File: config.mk
export PLATFORM = sky130hd
export DESIGN_NAME = tcb_rsp_align
export DESIGN_NICKNAME = d
export VERILOG_FILES = /design/src/tcb_pkg.sv /design/src/tcb_rsp_align.sv
export SDC_FILE = /design/constraint.sdc
export NUM_CORES = 1
export LEC_CHECK = 0
export BUFFER_PORTS_ARGS = -buffer_cell sky130_fd_sc_hd__buf_2
export CORE_ASPECT_RATIO = 0.8
export CORE_MARGIN = 1
export CORE_UTILIZATION = 38
export DETAILED_ROUTE_END_ITERATION = 8
export GPL_TIMING_DRIVEN = 0
export PLACE_DENSITY_LB_ADDON = 0.25
export SKIP_LAST_GASP = 1
export SLEW_MARGIN = 0
export SYNTH_ARGS = -nofsm -noshare
export SYNTH_HDL_FRONTEND = slang
export SYNTH_SLANG_ARGS = --single-unit
File: constraint.sdc
create_clock -name tcb -period 2.6 [get_ports tcb]
set_clock_uncertainty 0.2 [all_clocks]
set_input_delay 0.52 -clock tcb [delete_from_list [all_inputs] [get_ports tcb]]
set_output_delay 0.52 -clock tcb [all_outputs]
set_load 0.03 [all_outputs]
File: src/tcb_pkg.sv
//////////////////////////////////////////////////////////////////////
// TCB protocol definitions
// bus widths, transfer size encoding and response delay
//////////////////////////////////////////////////////////////////////

`default_nettype none

package tcb_pkg;

  //////////////////////////////////////////////////////////////////////
  // bus geometry
  //////////////////////////////////////////////////////////////////////

  // data bus width in bits
  localparam int unsigned tcb_data_w = 32;
  // byte address width, covers 1 KiB
  localparam int unsigned tcb_adr_w = 10;

  // fixed delay from transfer edge to response
  localparam int unsigned tcb_dly = 1;

  //////////////////////////////////////////////////////////////////////
  // transfer size
  //////////////////////////////////////////////////////////////////////

  // transfer carries 2**siz bytes
  typedef enum logic [1:0] {
    siz_byte = 2'd0,
    siz_half = 2'd1,
    siz_word = 2'd2
  } tcb_siz_t;

endpackage : tcb_pkg

`default_nettype wire

File: src/tcb_rsp_align.sv
//////////////////////////////////////////////////////////////////////
// TCB response aligner
// delays request attributes alongside the memory, then moves
// read data to the low lanes and reports misalignment
//////////////////////////////////////////////////////////////////////

`default_nettype none

module tcb_rsp_align (
  input  logic                           tcb,
  input  logic                           rst_n,
  input  logic                           req_vld,
  input  logic                           req_wen,
  input  logic [1:0]                     ofs,
  input  tcb_pkg::tcb_siz_t              siz,
  input  logic                           mis,
  input  logic [tcb_pkg::tcb_data_w-1:0] mem_rdt,
  output logic                           rsp_vld,
  output logic [tcb_pkg::tcb_data_w-1:0] rdt,
  output logic                           err
);

  import tcb_pkg::*;

  //////////////////////////////////////////////////////////////////////
  // attribute pipeline
  //////////////////////////////////////////////////////////////////////

  // control stages
  logic     vld_q [tcb_dly];
  logic     ren_q [tcb_dly];
  logic     mis_q [tcb_dly];
  // payload stages
  logic [1:0] ofs_q [tcb_dly];
  tcb_siz_t   siz_q [tcb_dly];

  // byte mask of the response size
  logic [tcb_data_w-1:0] siz_msk;

  always_ff @(posedge tcb) begin
    if (!rst_n) begin
      for (int d = 0; d < tcb_dly; d++) begin
        vld_q[d] <= 1'b0;
        ren_q[d] <= 1'b0;
        mis_q[d] <= 1'b0;
      end
    end else begin
      vld_q[0] <= req_vld;
      // only aligned reads return data
      ren_q[0] <= req_vld & ~req_wen & ~mis;
      mis_q[0] <= req_vld & mis;
      for (int d = 1; d < tcb_dly; d++) begin
        vld_q[d] <= vld_q[d-1];
        ren_q[d] <= ren_q[d-1];
        mis_q[d] <= mis_q[d-1];
      end
    end
  end

  // offset and size follow without reset
  always_ff @(posedge tcb) begin
    ofs_q[0] <= ofs;
    siz_q[0] <= siz;
    for (int d = 1; d < tcb_dly; d++) begin
      ofs_q[d] <= ofs_q[d-1];
      siz_q[d] <= siz_q[d-1];
    end
  end

  //////////////////////////////////////////////////////////////////////
  // response
  //////////////////////////////////////////////////////////////////////

  assign rsp_vld = vld_q[tcb_dly-1];
  assign err     = mis_q[tcb_dly-1];

  always_comb begin
    case (siz_q[tcb_dly-1])
      siz_byte: siz_msk = 32'h0000_00ff;
      siz_half: siz_msk = 32'h0000_ffff;
      default:  siz_msk = 32'hffff_ffff;
    endcase
  end

  // shift down by offset bytes, clear above the size
  assign rdt = ren_q[tcb_dly-1]
             ? (mem_rdt >> {ofs_q[tcb_dly-1], 3'b000}) & siz_msk
             : '0;

endmodule : tcb_rsp_align

`default_nettype wire

==> metrics.txt <==
Max transition margin=60.7%; largest net degree at the start of global routing=11; Via Count=1022; dpl cell area=1160 sq um; design area=1180 sq um; Gate power share=35.7%; layout cell share with drive strength beyond 1=50.0%; DIE AREA=2180 sq um; Seq pwr share=34.1%; Sw Ratio=33.8%; startpoint types=register; CP arrival=1.65 ns; Cells after Synth=94; Period Utilization, post-route=91.3%; max cap viols=0; f_max=421 MHz; number of I/O pins=75; Final Hold Viols=0; final worst slack=0.227 ns; Post-synth EDFFs=0; Bufs on Longest Clock Path=2; CP max FO=10; cts bufs inserted=3; Synth area leader=mux2i_1; Die Width=51.9 um; vias per std cell=5.21; outcome=finished, final reports clean; routed len/inst=13.3 um; drt initial violations=10; hold crit path type=input port to register; Syn Area/Cell=8.05 sq um; initial antenna violation count=0; sequential share of the synthesized area=18.5%; DRC Markers=0; Total GRT Usage=26.4%; Seq cells post-synth=7; VDD IR max=445 uV; first-pass GRT wire length=4.24 mm; Finish-stage setup viols=0; Reg area=140 sq um; final worst path period need=2.37 ns; Final ANT Viol Nets=0; Clock power frac=30.1%; Top FF cell, synth=dfxtp_1; core area=1870 sq um; pre-CTS WS=0.538 ns; internal power=0.226 mW; final setup TNS=0 ns; P&R area growth vs syn=56.5%; Cell variety after synth=19; Async SR Flop Fraction=0%; Final nets=214; Worst Max-Slew Pin Slew=0.586 ns; GRT overflow=0; Die Ht=41.9 um; hold-fix buffer count after cts=0; num rows=14; clock root buffer=clkbuf_4; vias in the first global route=1012; Clock Pin Slew Worst Setup and Hold Paths=0.06 ns; Synth top area share=21.2%; WP data required=1.88 ns; CP Class=register to output pin; Syn Nets=135; Psw=0.116 mW; CTS tree=done; multi-input combinational cell area=576 sq um; Yosys warnings=0; pwr dens=288 nW/um^2; Pre-antenna DRT Iters=4; Leak=0.688 nW; DPL Wire Length=2.02 mm; # fillers=179; Initial Utilization=40.4%; RD Place Congestion=0.733; Routed WL=2.61 mm; setup bufs post-CTS=0; Synth top cells by count=16 x a211oi_1, 16 x mux2i_1, 9 x and2_1, 9 x nand2b_1; H-tree Lvls=1; Worst Setup End Kind=output pin; clk sinks=7; post-layout total power=0.342 mW; # port buffers=74; CTS resizes=0; cell area after synthesis=757 sq um; dominant cells by area after synthesis=mux2i_1 21%, dfxtp_1 19%, a211oi_1 16%, and2_1 7.4%, nand2b_1 7.4%; antenna cell count=0; RSZ-0062 raised after global routing=false; fin. max-slew vios=0
## final timing paths
path,from,to,slack [ns],cells after the start
hold / removal,siz[1],siz_q[0][1],0.16,1
setup / recovery,ofs_q[0][1],rdt[1],0.23,4
## layer usage
metal	vias to the layer above	global-route usage, %	share of wire, %
li1	509	-	-
met1	465	27.7	41
met2	46	48.2	52
met3	2	8.42	6.2
met4	0	8.65	0.57
met5	-	0	0
## logic make-up after synthesis
group / Yosys count / share of synthesized area, %
AND/OR/NAND/NOR: 39 / 31.7
AO/OA/AOI/OAI: 25 / 23.1
multiplexers: 16 / 21.2
flip-flops: 7 / 18.5
buffers and inverters: 7 / 5.45
## worst max-delay path, stage by stage (launching register included)
cell and delay, ns:
dfxtp_1 0.47, buf_4 0.23, nand2_1 0.23, o22ai_1 0.24, buf_2 0.22
## flip-flops by register name, summed over array words and instances (netlist names)
| signal | cells |
|---|---|
| ofs_q | 2 |
| vld_q | 1 |
| siz_q | 2 |
| mis_q | 1 |
| ren_q | 1 |
## cells in the final DEF (no fill, tap or decap), types with 3 or more instances in the layout
cell type  instances
and2b_1            3
clkbuf_4           3
nand2b_1           9
nor2b_1            5
o22ai_1            8
dfxtp_1            7
a211oi_1          16
mux2i_1           16
nor2_1             8
buf_2             76
and2_1             9
buf_4              3
## power by group through the flow
stage,registers [mW],clock network (mW),logic [mW]
6_report,0.117,0.103,0.122
2_1_floorplan,0.121,0,0.0669
4_1_cts,0.116,0.108,0.122
3_3_place_gp,0.119,0,0.117
3_5_place_dp,0.119,0,0.121
5_1_grt,0.117,0.114,0.133
## metrics by stage
stage | hold slack, ns | cells | utilization (%)
6_report | 0.158 | 196 | 63.2
2_1_floorplan | 0.348 | 94 | -
3_3_place_gp | 0.423 | 192 | 61.7
5_1_grt | 0.142 | 196 | 63.2
3_5_place_dp | 0.424 | 192 | 61.7
4_1_cts | 0.151 | 196 | 63.2
## layout make-up
cell class | instances | share of cell area [%]
clock inverter | 1 | 0.422
tap | 24 | 2.53
multi-input combinational | 80 | 48.6
sequential | 7 | 11.8
buffer | 7 | 3.48
clock buffer | 3 | 1.90
timing repair buffer | 74 | 31.3
Note: power is estimated with default switching activity, not from simulation.
