===== src/tcb_pkg.sv =====
//////////////////////////////////////////////////////////////////////
// TCB protocol definitions
// bus widths, transfer size encoding and response delay
//////////////////////////////////////////////////////////////////////

`default_nettype none

package tcb_pkg;

  //////////////////////////////////////////////////////////////////////
  // bus geometry
  //////////////////////////////////////////////////////////////////////

  // data bus width in bits
  localparam int unsigned tcb_data_w = 32;
  // byte address width, covers 1 KiB
  localparam int unsigned tcb_adr_w = 10;

  // fixed delay from transfer edge to response
  localparam int unsigned tcb_dly = 1;

  //////////////////////////////////////////////////////////////////////
  // transfer size
  //////////////////////////////////////////////////////////////////////

  // transfer carries 2**siz bytes
  typedef enum logic [1:0] {
    siz_byte = 2'd0,
    siz_half = 2'd1,
    siz_word = 2'd2
  } tcb_siz_t;

endpackage : tcb_pkg

`default_nettype wire


===== src/mem_pkg.sv =====
//////////////////////////////////////////////////////////////////////
// memory geometry
// word count, word address width and byte lanes per word
//////////////////////////////////////////////////////////////////////

`default_nettype none

package mem_pkg;

  // number of 32-bit words in the array
  localparam int unsigned mem_words = 256;

  // word address width
  localparam int unsigned mem_wadr_w = $clog2(mem_words);

  // byte lanes per word
  localparam int unsigned mem_ben_w = 4;

endpackage : mem_pkg

`default_nettype wire


===== src/tcb_req_decode.sv =====
//////////////////////////////////////////////////////////////////////
// TCB request decoder
// maps size and byte address onto word address, byte enables
// and lane-shifted write data, flags misaligned requests
//////////////////////////////////////////////////////////////////////

`default_nettype none

module tcb_req_decode (
  input  logic                           vld,
  input  logic                           wen,
  input  logic [tcb_pkg::tcb_adr_w-1:0]  adr,
  input  tcb_pkg::tcb_siz_t              siz,
  input  logic [tcb_pkg::tcb_data_w-1:0] wdt,
  output logic                           req_vld,
  output logic                           req_wen,
  output logic [mem_pkg::mem_wadr_w-1:0] wadr,
  output logic [mem_pkg::mem_ben_w-1:0]  ben,
  output logic [tcb_pkg::tcb_data_w-1:0] mem_wdt,
  output logic [1:0]                     ofs,
  output logic                           mis
);

  import tcb_pkg::*;
  import mem_pkg::*;

  // lanes covered by the size, before the offset shift
  logic [mem_ben_w-1:0] siz_msk;

  // transfer control passes straight on
  assign req_vld = vld;
  assign req_wen = wen;

  // byte offset inside the word, and word index
  assign ofs  = adr[1:0];
  assign wadr = adr[tcb_adr_w-1:2];

  // size mask and alignment check
  always_comb begin
    case (siz)
      siz_byte: begin
        siz_msk = 4'b0001;
        mis     = 1'b0;
      end
      siz_half: begin
        siz_msk = 4'b0011;
        mis     = ofs[0];
      end
      // word, and the unused code treated alike
      default: begin
        siz_msk = 4'b1111;
        mis     = |ofs;
      end
    endcase
  end

  // misaligned request enables nothing
  assign ben = mis ? '0 : siz_msk << ofs;

  // low lanes move up by offset bytes
  assign mem_wdt = wdt << {ofs, 3'b000};

endmodule : tcb_req_decode

`default_nettype wire


===== config.mk =====
export PLATFORM = sky130hd
export DESIGN_NAME = tcb_req_decode
export DESIGN_NICKNAME = d
export VERILOG_FILES = /design/src/tcb_pkg.sv /design/src/mem_pkg.sv /design/src/tcb_req_decode.sv
export SDC_FILE = /design/constraint.sdc
export NUM_CORES = 1
export LEC_CHECK = 0
export ABC_CLOCK_PERIOD_IN_PS = 1800
export BUFFER_PORTS_ARGS = -buffer_cell sky130_fd_sc_hd__buf_2
export CAP_MARGIN = 20
export CORE_MARGIN = 1
export CORE_UTILIZATION = 37
export DETAILED_ROUTE_END_ITERATION = 12
export GPL_ROUTABILITY_DRIVEN = 0
export GPL_TIMING_DRIVEN = 0
export PLACE_DENSITY = 0.95
export SYNTH_ARGS = -nofsm -noshare
export SYNTH_HDL_FRONTEND = slang
export SYNTH_SLANG_ARGS = --single-unit

===== constraint.sdc =====
create_clock -name vclk -period 1.8
set_clock_uncertainty 0.1 [all_clocks]
set_input_delay 0.36 -clock vclk [all_inputs]
set_output_delay 0.36 -clock vclk [all_outputs]
set_load 0.005 [all_outputs]

==> impl_metrics.tcl <==
set metrics [dict create \
    run_status "finished clean" \
    power_frac_clock_pct 0 \
    synth_nets 136 \
    post_cts_setup_repair_bufs 0 \
    number_of_distinct_library_cells_after_synthesis 20 \
    power.share.sequential_pct 0 \
    ys_top_cells_by_area "sky130_fd_sc_hd__mux2i_1 (43%), sky130_fd_sc_hd__buf_4 (12%), sky130_fd_sc_hd__buf_6 (10%)" \
    antenna_violations_before_repair 0 \
    dpl.hpwl_um 2070 \
    finalCriticalPeriod_ns 1.57 \
    layout-area-overhead-vs-synth_pct 59.4 \
    postCtsHoldBufs 0 \
    p_int_uw 166 \
    synth_common_cells "sky130_fd_sc_hd__mux2i_1 (32), sky130_fd_sc_hd__buf_4 (12), sky130_fd_sc_hd__nor2_1 (10)" \
    whs_path_depth 2 \
    net-switching-power_uw 130 \
    gr-total-overflow 0 \
    pwrdens_mw_per_mm2 247 \
    worstPathRequired_ns 1.34 \
    leading_area_contributor_after_synthesis "sky130_fd_sc_hd__mux2i_1" \
    worstPathMaxFanout 10 \
    setup.worst_path.end_class "primary output" \
    final_layout_size_suffix_gt1_share_pct 61.3 \
    arrival_ns 1.11 \
    timing.hold.worst.start "adr[3]" \
    worst_pin_slew_ns 0.322 \
    num-clock-buffers 0 \
    core_area_mm2 0.00182 \
    grt_pass1_vias 836 \
    drt-wirelength-per-cell_um 12.7 \
    layout.area.seq_um2 0 \
    die_area_mm2 0.00222 \
    cts_resized 0 \
    seq_cells 0 \
    criticalPathCategory "in2out" \
    timing.max_slew.rel_slack_pct 78.5 \
    vdd.ir_drop.worst_uv 153 \
    setup-tns-final_ns 0 \
    core.rowCount 15 \
    yosys.cell_count.top_type "sky130_fd_sc_hd__mux2i_1" \
    maxCapViolCount 0 \
    viasPerCell 4.93 \
    timing_max_transition_violations_final 0 \
    die_width_um 47.1 \
    setup_repair_after_global_routing_missed_its_margin "false" \
    setup_viol 0 \
    num-nets-final 221 \
    power_leakage_nw 0.736 \
    yosys_warnings 0 \
    drt_iter0_drc 11 \
    period_share_pct 87.1 \
    timing.hold.worst_endpoint "wadr[1]" \
    comb_power_share_pct 100.0 \
    grt_max_degree 11 \
    max_freq_ghz 0.638 \
    drtAntennaViolNets 0 \
    start_util_pct 41.3 \
    drcViolationCount 0 \
    path_category_of_the_worst_min_delay_check "in2out" \
    vias 977 \
    grt_use_total_pct 21.8 \
    hold_violations 0 \
    dr.pass1.iters 4 \
    finish.utilization_pct 65.8 \
    floorplan.io_pins 95 \
    synth_sequential_area_ratio_pct 0 \
    wl_um 2510 \
    grt_pass1_wl_um 3570 \
    area_of_the_mapped_netlist_um2 752 \
    portion_of_synthesized_cell_area_occupied_by_the_leading_cell_type_pct 42.6 \
    synthCells 90 \
    setup.worst_path.start_class "primary input" \
    switching_share_pct 43.9 \
    antennaDiodeCount 0 \
    fp.dieH_um 47.1 \
    avgSynthCellArea_um2 8.36 \
    io_buffers 83 \
]
## power by group through the flow
stage	Combinational, mW	Sequential [mW]	Clock [mW]
final	0.296	0	0
after global routing	0.325	0	0
after CTS	0.298	0	0
after detailed placement	0.297	0	0
after global placement	0.289	0	0
after floorplan	0.164	0	0
## cell usage in the layout, fill, tap and decap left out
cell                         n
sky130_fd_sc_hd__a311o_1     1
sky130_fd_sc_hd__mux2i_1    32
sky130_fd_sc_hd__xnor2_1     1
sky130_fd_sc_hd__buf_6       7
sky130_fd_sc_hd__nor2b_1     1
sky130_fd_sc_hd__o2bb2ai_1   7
sky130_fd_sc_hd__nor2_2      1
sky130_fd_sc_hd__nor2_1     10
sky130_fd_sc_hd__buf_2      84
sky130_fd_sc_hd__and2_1      8
sky130_fd_sc_hd__buf_4      12
sky130_fd_sc_hd__nor3_2      1
sky130_fd_sc_hd__nand2_1     1
sky130_fd_sc_hd__a21o_1      1
sky130_fd_sc_hd__buf_12      1
sky130_fd_sc_hd__nor4bb_1    1
sky130_fd_sc_hd__o21a_1      1
sky130_fd_sc_hd__nor3b_1     1
sky130_fd_sc_hd__nor3_1      1
sky130_fd_sc_hd__o22ai_1     1
## critical path, stage by stage
cell                      delay (ns)
sky130_fd_sc_hd__buf_6          0.10
sky130_fd_sc_hd__buf_6          0.16
sky130_fd_sc_hd__buf_6          0.16
sky130_fd_sc_hd__mux2i_1        0.19
sky130_fd_sc_hd__buf_2          0.13
## how the worst max path moves through the flow
stage	start	to	cells after the start
5_1_grt	adr[0]	mem_wdt[31]	5
4_1_cts	adr[0]	mem_wdt[31]	5
2_1_floorplan	adr[0]	mem_wdt[31]	4
3_5_place_dp	adr[0]	mem_wdt[31]	5
3_3_place_gp	adr[0]	mem_wdt[31]	5
6_report	adr[0]	mem_wdt[31]	5
## cells by family after synthesis
kind of cell / share of synthesized area, %
AOI/OAI and AO/OA: 12.3
xor gates and xnor gates: 1.16
buffers and inverters: 25.8
muxes: 42.6
and+or+nand+nor: 18.1
## layer usage
metal | part of all wire (%) | track usage (%) | vias up | routed length, µm
met1 | 38 | 25.2 | 452 | 953
li1 | - | - | 477 | -
met4 | 0 | 0.571 | 0 | 0
met3 | 5.5 | 0 | 0 | 138
met5 | 0 | 0 | - | 0
met2 | 56 | 46.1 | 48 | 1420
## metrics by stage
| step | setup WS, ns | power, mW | cell area [µm²] | hold WS, ns | std cells |
|---|---|---|---|---|---|
| after detailed placement | 0.237 | 0.297 | 1200 | 0.786 | 198 |
| after CTS | 0.234 | 0.298 | 1200 | 0.787 | 198 |
| after floorplan | 0.412 | 0.164 | 752 | 0.701 | 90 |
| after global placement | 0.258 | 0.289 | 1200 | 0.787 | 198 |
| final | 0.232 | 0.296 | 1200 | 0.786 | 198 |
| after global routing | 0.180 | 0.325 | 1200 | 0.790 | 198 |
## cell type report
| class | instances | area [µm²] |
|---|---|---|
| Multi-Input combinational cell | 69 | 558 |
| Buffer | 21 | 194 |
| Fill cell | 161 | 622 |
| Timing Repair Buffer | 83 | 415 |
| Tap cell | 25 | 31.3 |
(Power assumes the default switching activity.)
